## config.mk

```make
export PLATFORM = sky130hd
export DESIGN_NAME = btac_ctrl_flat
export DESIGN_NICKNAME = d
export VERILOG_FILES = /design/src/design/btac_pkg.sv /design/src/design/btac_ifs.sv /design/src/design/btac_ctrl.sv /design/src/flat_wrapper.sv
export VERILOG_INCLUDE_DIRS = /design/src /design/src/design
export SDC_FILE = /design/constraint.sdc
export NUM_CORES = 1
export LEC_CHECK = 0
export ABC_AREA = 1
export BUFFER_PORTS_ARGS = -buffer_cell sky130_fd_sc_hd__buf_4
export CAP_MARGIN = 20
export CORE_AREA = 3 3 207 209
export DETAILED_ROUTE_END_ITERATION = 8
export DIE_AREA = 0 0 210 212
export PLACE_DENSITY = 0.3
export SYNTH_ARGS = -nofsm -noshare
export SYNTH_HDL_FRONTEND = slang
export SYNTH_SLANG_ARGS = --single-unit
```

## constraint.sdc

```tcl
create_clock -name vclk -period 2.7
set_input_delay 0.675 -clock vclk [all_inputs]
set_output_delay 0.675 -clock vclk [all_outputs]
set_load 0.005 [all_outputs]
```

## src/design/btac_params.svh

```systemverilog
`ifndef BTAC_PARAMS_SVH
`define BTAC_PARAMS_SVH

// width of a code address
`define ADDR_W 32

// number of entries in the direct-mapped target buffer
`define BTB_DEPTH 64

// number of 2-bit counters in the history table
`define BHT_DEPTH 256

`endif

```

## src/design/btac_pkg.sv

```systemverilog
`default_nettype none

`include "btac_params.svh"

package btac_pkg;

  localparam int btb_idx_w = $clog2(`BTB_DEPTH);
  localparam int bht_idx_w = $clog2(`BHT_DEPTH);

  typedef logic [`ADDR_W-1:0] addr_t;
  typedef logic [btb_idx_w-1:0] btb_idx_t;
  typedef logic [bht_idx_w-1:0] bht_idx_t;

  // msb set means predict taken
  typedef logic [1:0] ctr_t;

  localparam ctr_t ctr_min = 2'd0;
  localparam ctr_t ctr_weak_nt = 2'd1; // value every counter takes at reset
  localparam ctr_t ctr_max = 2'd3;

  // branch pc on top, then target, then next pc
  typedef logic [3*`ADDR_W-1:0] btb_entry_t;

endpackage

`default_nettype wire

```

## src/design/btac_ifs.sv

```systemverilog
`default_nettype none

//////////////////////////////
// controller to target buffer
//////////////////////////////

interface btb_if import btac_pkg::*; ();
  logic wen;
  btb_idx_t waddr;
  btb_entry_t wdata;
  btb_idx_t raddr;
  btb_entry_t rdata; // combinational from raddr
  logic rvalid;

  modport ctrl (output wen, waddr, wdata, raddr, input rdata, rvalid);
  modport tbl (input wen, waddr, wdata, raddr, output rdata, rvalid);
endinterface

//////////////////////////////
// controller to history table
//////////////////////////////

interface bht_if import btac_pkg::*; ();
  logic wen;
  bht_idx_t waddr;
  ctr_t wdata;
  bht_idx_t raddr1; // fetch lookup
  bht_idx_t raddr2; // update address, read before the write back
  ctr_t rdata1;
  ctr_t rdata2;

  modport ctrl (output wen, waddr, wdata, raddr1, raddr2, input rdata1, rdata2);
  modport tbl (input wen, waddr, wdata, raddr1, raddr2, output rdata1, rdata2);
endinterface

`default_nettype wire

```

## src/design/btac_ctrl.sv

```systemverilog
`default_nettype none

module btac_ctrl import btac_pkg::*; (
  input logic clock,
  input logic reset,
  input logic clear,
  input addr_t get_pc,
  input logic upd_branch,
  input logic upd_jump,
  input addr_t upd_pc,
  input addr_t upd_addr,
  input addr_t upd_npc,
  input logic taken,
  input addr_t taddr,
  input addr_t tpc,
  output logic pred_branch,
  output addr_t pred_baddr,
  output addr_t pred_pc,
  output logic pred_miss,
  output addr_t pred_maddr,
  btb_if.ctrl btb,
  bht_if.ctrl bht
);

  btb_idx_t fetch_btb_idx;
  btb_idx_t upd_btb_idx;
  bht_idx_t fetch_bht_idx;
  bht_idx_t upd_bht_idx;
  addr_t entry_pc;
  addr_t entry_target;
  addr_t entry_npc;
  logic hit;
  logic upd_en;
  ctr_t ctr_next;

  //////////////////////////////
  // indexing
  //////////////////////////////

  // bit 0 is never set in a code address, so the index starts at bit 1
  assign fetch_btb_idx = get_pc[btb_idx_w:1];
  assign upd_btb_idx = upd_pc[btb_idx_w:1];
  assign fetch_bht_idx = get_pc[bht_idx_w:1];
  assign upd_bht_idx = upd_pc[bht_idx_w:1];

  assign btb.raddr = fetch_btb_idx;
  assign bht.raddr1 = fetch_bht_idx;
  assign bht.raddr2 = upd_bht_idx;

  //////////////////////////////
  // prediction
  //////////////////////////////

  assign {entry_pc, entry_target, entry_npc} = btb.rdata;
  assign hit = btb.rvalid && (entry_pc == get_pc); // full tag compare

  always_comb begin
    pred_branch = 1'b0;
    pred_baddr = '0;
    pred_pc = '0;
    if (!clear && hit) begin
      pred_branch = bht.rdata1[1]; // counter decides, the entry only supplies targets
      pred_baddr = entry_target;
      pred_pc = entry_npc;
    end
  end

  //////////////////////////////
  // update
  //////////////////////////////

  assign upd_en = reset && !clear && upd_branch; // tables stay idle during reset

  always_comb begin
    ctr_next = bht.rdata2;
    if (upd_jump) begin
      if (bht.rdata2 != ctr_max) begin
        ctr_next = bht.rdata2 + 2'd1;
      end
    end else if (bht.rdata2 != ctr_min) begin
      ctr_next = bht.rdata2 - 2'd1;
    end
  end

  assign bht.wen = upd_en; // every resolved branch trains its counter
  assign bht.waddr = upd_bht_idx;
  assign bht.wdata = ctr_next;

  // only taken transfers allocate a target entry
  assign btb.wen = upd_en && upd_jump;
  assign btb.waddr = upd_btb_idx;
  assign btb.wdata = {upd_pc, upd_addr, upd_npc};

  //////////////////////////////
  // misprediction check
  //////////////////////////////

  always_comb begin
    pred_miss = 1'b0;
    pred_maddr = '0;
    if (!clear && upd_branch) begin
      unique case ({taken, upd_jump})
        2'b01: begin
          pred_miss = 1'b1; // fetch fell through but the branch went
          pred_maddr = upd_addr;
        end
        2'b10: begin
          pred_miss = 1'b1; // fetch jumped but the branch fell through
          pred_maddr = tpc;
        end
        2'b11: begin
          if (upd_addr != taddr) begin
            pred_miss = 1'b1; // right direction, stale target
            pred_maddr = upd_addr;
          end
        end
        default: begin
        end
      endcase
    end
  end

  a_miss_only_on_resolve: assert property (
    @(posedge clock) disable iff (!reset) pred_miss |-> upd_branch
  );

  // a flush must leave both tables untouched
  a_no_write_on_clear: assert property (
    @(posedge clock) disable iff (!reset) clear |-> !(btb.wen || bht.wen)
  );

endmodule

`default_nettype wire

```

## src/flat_wrapper.sv

```systemverilog
// flat-port wrapper written by rule: the top's interface ports become plain ports
module btac_ctrl_flat import btac_pkg::*;
  (clock, reset, clear, get_pc, upd_branch, upd_jump, upd_pc, upd_addr, upd_npc, taken, taddr, tpc, pred_branch, pred_baddr, pred_pc, pred_miss, pred_maddr, btb_wen, btb_waddr, btb_wdata, btb_raddr, btb_rdata, btb_rvalid, bht_wen, bht_waddr, bht_wdata, bht_raddr1, bht_raddr2, bht_rdata1, bht_rdata2);
  btb_if btb_i ();
  bht_if bht_i ();
  input logic clock;
  input logic reset;
  input logic clear;
  input addr_t get_pc;
  input logic upd_branch;
  input logic upd_jump;
  input addr_t upd_pc;
  input addr_t upd_addr;
  input addr_t upd_npc;
  input logic taken;
  input addr_t taddr;
  input addr_t tpc;
  output logic pred_branch;
  output addr_t pred_baddr;
  output addr_t pred_pc;
  output logic pred_miss;
  output addr_t pred_maddr;
  output wire logic [$bits(btb_i.wen)-1:0] btb_wen;
  output wire logic [$bits(btb_i.waddr)-1:0] btb_waddr;
  output wire logic [$bits(btb_i.wdata)-1:0] btb_wdata;
  output wire logic [$bits(btb_i.raddr)-1:0] btb_raddr;
  input wire logic [$bits(btb_i.rdata)-1:0] btb_rdata;
  input wire logic [$bits(btb_i.rvalid)-1:0] btb_rvalid;
  output wire logic [$bits(bht_i.wen)-1:0] bht_wen;
  output wire logic [$bits(bht_i.waddr)-1:0] bht_waddr;
  output wire logic [$bits(bht_i.wdata)-1:0] bht_wdata;
  output wire logic [$bits(bht_i.raddr1)-1:0] bht_raddr1;
  output wire logic [$bits(bht_i.raddr2)-1:0] bht_raddr2;
  input wire logic [$bits(bht_i.rdata1)-1:0] bht_rdata1;
  input wire logic [$bits(bht_i.rdata2)-1:0] bht_rdata2;
  assign btb_wen = btb_i.wen;
  assign btb_waddr = btb_i.waddr;
  assign btb_wdata = btb_i.wdata;
  assign btb_raddr = btb_i.raddr;
  assign btb_i.rdata = btb_rdata;
  assign btb_i.rvalid = btb_rvalid;
  assign bht_wen = bht_i.wen;
  assign bht_waddr = bht_i.waddr;
  assign bht_wdata = bht_i.wdata;
  assign bht_raddr1 = bht_i.raddr1;
  assign bht_raddr2 = bht_i.raddr2;
  assign bht_i.rdata1 = bht_rdata1;
  assign bht_i.rdata2 = bht_rdata2;
  btac_ctrl u_core (.clock(clock), .reset(reset), .clear(clear), .get_pc(get_pc), .upd_branch(upd_branch), .upd_jump(upd_jump), .upd_pc(upd_pc), .upd_addr(upd_addr), .upd_npc(upd_npc), .taken(taken), .taddr(taddr), .tpc(tpc), .pred_branch(pred_branch), .pred_baddr(pred_baddr), .pred_pc(pred_pc), .pred_miss(pred_miss), .pred_maddr(pred_maddr), .btb(btb_i), .bht(bht_i));
endmodule
```

Yosys cells after proc, flatten, opt, wreduce, memory -nomap -nowiden
Cells that the tools add are included.
- register bits: 0
- bits of input ports: 299
- output and inout port bits: 234
- logic and storage cells: 29
- add/subtract/negate cells: 2
- equal/unequal tests: 6
- multiplexer cells: 12
- reductions and logical operators: 9
- operators by type and width (cell ; count):
    32-bit 2-to-1 mux ; 4
    32-bit one-hot mux with 3 select lines ; 1
    32-bit == test ; 1
    32-bit != test ; 1
    1-bit logical AND ; 6
    2-bit 2-to-1 mux ; 3
    2-bit == test, second input constant ; 2
    1-bit 2-to-1 mux ; 3
    2-bit by 1-bit adder with 2-bit output, second input constant ; 1
    2-bit by 1-bit == test with 1-bit output, second input constant ; 1
    2-bit != test, second input constant ; 1
    1-bit one-hot mux with 2 select lines ; 1
    2-bit nonzero test ; 1
    2-bit OR reduction ; 1
    2-bit by 1-bit subtractor with 2-bit output, second input constant ; 1
    1-bit zero test ; 1

Depth between registers and ports, before layout
Gate-level depths: netlist (run 1).
- word-level depth: 4
- depth in mapped cells: 13
- depth with buffers taken out: 12

Worst setup path before layout (run 1)
Ideal clock, no wire load.
- kind: input to output
- start point: in get_pc[20]
- end point: out pred_baddr[12]
- arrival time: 1.738 ns
- data required time: 2.025 ns
- path slack: 0.287 ns
- stages on the path: 6
- buffers on the path: 2
- cell sequence: or2_1 -> a221oi_2 -> nand3_1 -> buf_4 -> buf_6 -> nor3b_2
- longest elaborated chain between the ends: 4
- RTL lines (element ; line ; text):
    start, declared ; flat_wrapper.sv:9 ; input addr_t get_pc;
    32-bit == test ; btac_ctrl.sv:55 ; assign hit = btb.rvalid && (entry_pc == get_pc);
    1-bit logical AND ; btac_ctrl.sv:55 ;
    1-bit logical AND ; btac_ctrl.sv:61 ; if (!clear && hit) begin
    32-bit 2-to-1 mux ; btac_ctrl.sv:61 ;
    end, declared ; flat_wrapper.sv:19 ; output addr_t pred_baddr;
No other way between the ends.

Worst setup path in the final report (run 1)
- start point: in btb_rdata[84]
- end point: out pred_pc[10]
- longest elaborated chain between the ends: 4
- RTL lines (element ; line ; text):
    start, declared ; flat_wrapper.sv:27 ; input wire logic [$bits(btb_i.rdata)-1:0] btb_rdata;
    32-bit == test ; btac_ctrl.sv:55 ;
    1-bit logical AND ; btac_ctrl.sv:55 ;
    1-bit logical AND ; btac_ctrl.sv:61 ;
    32-bit 2-to-1 mux ; btac_ctrl.sv:61 ;
    end, declared ; flat_wrapper.sv:20 ; output addr_t pred_pc;
No other way between the ends.

==> results.json, run 1 <==
{
  "synth_cell_type_count": 22,
  "gp_congestion": 0.7731,
  "worstMarginPinSlew_ns": 0.3830,
  "core-area_um2": 41020,
  "die_area_um2": 44520,
  "initial_core_util": 0.09203,
  "antenna_cells": 0,
  "io_pins": 533,
  "crit_path_end": "pred_pc[10]",
  "period_needed_ns": 2.927,
  "grt_pass1_vias": 4873,
  "final_hold_viol_count": 0,
  "die-height_um": 212,
  "arrival_ns": 2.25,
  "power_uw": 875.5,
  "drt_iter0_markers": 149,
  "grt_max_degree": 34,
  "power.density_nw_per_um2": 103.0,
  "seq_cells": 0,
  "grt_pass1_wl_um": 32640,
  "grt_util_all_layers": 0.09634,
  "instances_no_fill": 1479,
  "yosys_warnings": 0,
  "regArea_um2": 0,
  "crit_path_start_kind": "primary input",
  "hold_buffers": 0,
  "synth-seq-area-share": 0,
  "synth_nets": 939,
  "post-route-period-util": 1.084,
  "hp-class": "in2out",
  "p_leak_uw": 0.004359,
  "drt-pass1-iter-count": 4,
  "critical_path_buf_inv_count": 4,
  "path_cells": "buf_6 > or2_4 > a221oi_4 > nand3_4 > buf_12 > buf_16 > nor3b_4 > buf_4",
  "vdd_drop_max_mv": 0.05387,
  "synth_area_leaders": "buf_4 27%, nand2_1 17%, nor3b_2 17%",
  "path_max_fanout": 7,
  "pre_cts_ws_ns": -0.3405,
  "critPathSlowestCell": "a221oi_4",
  "vias": 4941,
  "maxSlewViolCount": 0,
  "fin_ws_ns": -0.2266,
  "worstSetupPathDepth": 8,
  "avgSynthCellArea_um2": 5.935,
  "rsz0062_at_grt": "true",
  "end_kind": "primary output",
  "synth_area_leader_cell": "buf_4",
  "drive_gt1_frac": 0.7328,
  "cap_violations": 0,
  "worstSetupStartpoint": "btb_rdata[84]",
  "nClkBuffers": 0,
  "placed_cells": 1460,
  "path_class": "in2out",
  "violations": "setup timing",
  "die_x_um": 210,
  "status": "complete, but fails checks",
  "critical-path-top-delay-family": "simple AND/OR/NAND/NOR gates",
  "wire_per_inst_um": 16.53,
  "overflow": 0,
  "mostFrequentLayoutCell": "buf_4",
  "critical_path.max_stage_delay_ns": 0.34,
  "crit_required_ns": 2.03,
  "netlist.area_leader.share": 0.2744,
  "route.detailed.drc": 0,
  "wirelength_um": 24450,
  "area_growth_pct": 125.2,
  "syn_area_um2": 3775,
  "dp_hpwl_um": 19350,
  "syn_inst": 636,
  "min_path_cells": 0,
  "fillers": 4669,
  "postRouteAntennaNets": 0,
  "mostFrequentLayoutCells": "378 x buf_4, 151 x nand2_1, 61 x buf_6",
  "rows": 74,
  "post_drt_via_cell_ratio": 3.341,
  "nets": 1252,
  "fmax_mhz": 341.7,
  "relSlewSlack": 0.7446,
  "finalSetupViolCount": 90,
  "portBuffers": 381,
  "grt_antenna_before_repair": 0
}
[power by group]
group          internal [uW]  switching, uW
combinational            520            356
sequential                 0              0
clock                      0              0
total                    520            356
[cell usage after synthesis]
master / number
clkbuf_1: 13
nand3_1: 69
nand4_1: 3
nor3_1: 4
buf_1: 2
nor3b_1: 15
o21ai_0: 9
nor2_1: 21
buf_4: 138
o22ai_1: 8
buf_6: 5
nor4_1: 1
ha_1: 4
nand2_1: 174
xor2_1: 4
xnor2_1: 25
buf_2: 4
inv_1: 81
or2_1: 2
a221oi_2: 1
a21oi_1: 3
nor3b_2: 50
[stage by stage]
step | util | instance area, um^2 | setup TNS, ns | hold slack (ns)
after floorplan | - | 3775 | 0 | 1.431
after global placement | 0.1657 | 6795 | -23.42 | 1.350
after detailed placement | 0.1657 | 6795 | -23.99 | 1.350
after CTS | 0.1914 | 7849 | -15.51 | 1.350
after global routing | 0.2073 | 8502 | -17.80 | 1.350
final | 0.2073 | 8502 | -9.382 | 1.350
[routing by layer]
metal,GRT usage,vias to the layer above,routed length (um)
met2,0.1848,145,13240
met3,0.01712,7,1192
met1,0.1188,2307,9995
li1,-,2482,-
met4,0.001628,0,27
met5,0,-,0
[timing repair]
item	in CTS	in global routing
setup buffers	4	6
endpoints found under the setup margin	98	98
resized for setup	185	133
pin swaps	44	78
cloned	7	8
[cells by family (layout without fill, tap and decap cells)]
logic type,after synthesis,in the layout,synth area share
and+or+nand+nor,339,339,0.4962
buffers and inverters,243,554,0.3901
xor gates and xnor gates,29,29,0.06728
AOI/OAI and AO/OA,21,21,0.03314
adders and majority gates,4,4,0.01326
[worst min-delay path by stage]
| stage | start | end | slack (ns) |
|---|---|---|---|
| 6_report | upd_npc[11] | btb_wdata[11] | 1.35 |
| 5_1_grt | upd_npc[14] | btb_wdata[14] | 1.35 |
| 4_1_cts | upd_npc[28] | btb_wdata[28] | 1.35 |
| 3_5_place_dp | upd_npc[28] | btb_wdata[28] | 1.35 |
| 3_3_place_gp | upd_npc[28] | btb_wdata[28] | 1.35 |
| 2_1_floorplan | get_pc[1] | bht_raddr1[0] | 1.43 |
[layout make-up]
| type | count | area, um^2 | share of cell area |
|---|---|---|---|
| Inverter | 81 | 311.5 | 0.03664 |
| Timing Repair Buffer | 473 | 4225 | 0.4970 |
| Tap cell | 532 | 665.6 | 0.07829 |
| Multi-Input combinational cell | 393 | 3299 | 0.3881 |
Note: power is estimated with default switching activity, not from simulation.
==> run 2, diff against run 1 <==
--- a/config.mk
+++ b/config.mk
@@ -7,11 +7,12 @@
 export NUM_CORES = 1
 export LEC_CHECK = 0
 export ABC_AREA = 1
-export BUFFER_PORTS_ARGS = -buffer_cell sky130_fd_sc_hd__buf_4
+export BUFFER_PORTS_ARGS = -buffer_cell sky130_fd_sc_hd__buf_2
 export CAP_MARGIN = 20
 export CORE_AREA = 3 3 207 209
 export DETAILED_ROUTE_END_ITERATION = 8
 export DIE_AREA = 0 0 210 212
+export GPL_TIMING_DRIVEN = 0
 export PLACE_DENSITY = 0.3
 export SYNTH_ARGS = -nofsm -noshare
 export SYNTH_HDL_FRONTEND = slang
==> run 2 against run 1 <==
  * The run still ends with setup timing left
  * Setup slack worse by 0.031 ns
  * Global-route usage is 0.43 points higher
  * Wire length is 4.5% higher
  * Hold slack better by 0.17 ns
  * Combinational power grew 5.3%
  * Sequential share of layout area is the same
  * Final cell count increased by 13%
  * Flip-flop and latch count unchanged
  * Critical path type unchanged
  * Via count up 14%
==> results.json, run 2 (synthesis results as in run 1) <==
{
  "grt_util_all_layers": 0.1007,
  "initial_core_util": 0.09203,
  "period_needed_ns": 2.958,
  "core-area_um2": 41020,
  "worstHoldStart": "upd_npc[31]",
  "cap_violations": 0,
  "mostFrequentLayoutCell": "buf_2",
  "arrival_ns": 2.28,
  "wirelength_um": 25540,
  "min_path_cells": 2,
  "gp_congestion": 0.7804,
  "maxSlewViolCount": 0,
  "regArea_um2": 0,
  "dp_hpwl_um": 21710,
  "power_uw": 921.8,
  "fillers": 4758,
  "holdPathEnd": "btb_wdata[31]",
  "finalSetupViolCount": 95,
  "critPathSlowestCell": "a221oi_4",
  "grt_pass1_vias": 5545,
  "fin_ws_ns": -0.2579,
  "final_hold_viol_count": 0,
  "rsz0062_at_grt": "true",
  "io_pins": 533,
  "status": "complete, but fails checks",
  "fin_util": 0.2130,
  "violations": "setup timing",
  "hp-class": "in2out",
  "drt-pass1-iter-count": 4,
  "crit_required_ns": 2.03,
  "post-route-period-util": 1.096,
  "wire_per_inst_um": 15.33,
  "path_class": "in2out",
  "nClkBuffers": 0,
  "overflow": 0,
  "end_kind": "primary output",
  "area_growth_pct": 131.4,
  "mostFrequentLayoutCells": "427 x buf_2, 161 x nand2_1, 142 x buf_4",
  "die_area_um2": 44520,
  "p_leak_uw": 0.005023,
  "rows": 74,
  "drt_iter0_markers": 139,
  "portBuffers": 467,
  "fmax_mhz": 338.1,
  "place_area_um2": 6778,
  "grt_max_degree": 11,
  "path_cells": "buf_2 > or2_1 > a221oi_4 > nand3_4 > buf_12 > buf_12 > nor3b_4 > buf_2",
  "route.detailed.drc": 0,
  "vdd_drop_max_mv": 0.04981,
  "grt_pass1_wl_um": 34560,
  "vias": 5628,
  "relSlewSlack": 0.7476,
  "drive_gt1_frac": 0.7527,
  "postRouteAntennaNets": 0,
  "power.density_nw_per_um2": 105.5,
  "critical_path_buf_inv_count": 4,
  "seq_cells": 0,
  "hold_buffers": 0,
  "critical-path-top-delay-family": "simple AND/OR/NAND/NOR gates",
  "grt_antenna_before_repair": 1,
  "die-height_um": 212,
  "path_max_fanout": 5,
  "pre_cts_ws_ns": -1.097,
  "critical_path.max_stage_delay_ns": 0.34,
  "fin_area_um2": 8736,
  "crit_path_start_kind": "primary input",
  "nets": 1437,
  "die_x_um": 210,
  "post_drt_via_cell_ratio": 3.378,
  "worstMarginPinSlew_ns": 0.3747
}
run 2: cell count changes in the layout (fill, tap and decap cells not counted), sizes merged:
cell,change
clkbuf,+22
buf,+163
diode,+2
run 2: what timing repair did:
action,CTS,global route
gates cloned,7,11
hold endpoints to repair,0,0
gates resized for setup,192,164
setup endpoints to repair,98,98
buffers inserted,7,4
pin swaps,56,107
run 2: worst max path at each step:
stage | cells past startpoint | slack [ns] | to | from
final | 8 | -0.26 | pred_pc[3] | get_pc[20]
after global routing | 10 | -0.33 | pred_pc[26] | get_pc[13]
after CTS | 9 | -0.35 | pred_baddr[28] | get_pc[11]
after detailed placement | 8 | -1.10 | pred_baddr[1] | get_pc[11]
after global placement | 9 | -1.15 | pred_baddr[1] | get_pc[27]
after floorplan | 6 | 0.29 | pred_baddr[12] | get_pc[20]
run 2: metrics by stage:
stage | std cells | setup TNS [ns] | hold slack (ns)
2_1_floorplan | 636 | 0 | 1.431
6_report | 1666 | -15.00 | 1.515
3_3_place_gp | 1635 | -67.06 | 1.518
4_1_cts | 1649 | -20.57 | 1.517
5_1_grt | 1665 | -23.91 | 1.520
3_5_place_dp | 1635 | -65.89 | 1.517
run 2: layout make-up:
class	count	area [um^2]	area share
Antenna cell	2	5.005	0.0005729
Multi-Input combinational cell	393	3193	0.3655
Inverter	81	311.5	0.03566
Tap cell	532	665.6	0.07620
Buffer	162	1399	0.1601
Timing Repair Buffer	496	3162	0.3619
run 2: per-layer routing:
metal / vias to the layer above / track usage / share of wire
met5: - / 0 / 0
met4: 0 / 0.008370 / 0.0084
met3: 10 / 0.005460 / 0.033
met2: 152 / 0.1908 / 0.54
met1: 2609 / 0.1310 / 0.42
li1: 2857 / - / -
run 2: report_power, final:
group	switching, uW	total [uW]	internal [uW]	leakage, uW
logic	391	922	531	0.00502
clock network	0	0.0000495	0.0000495	0.00000000961
registers	0	0	0	0
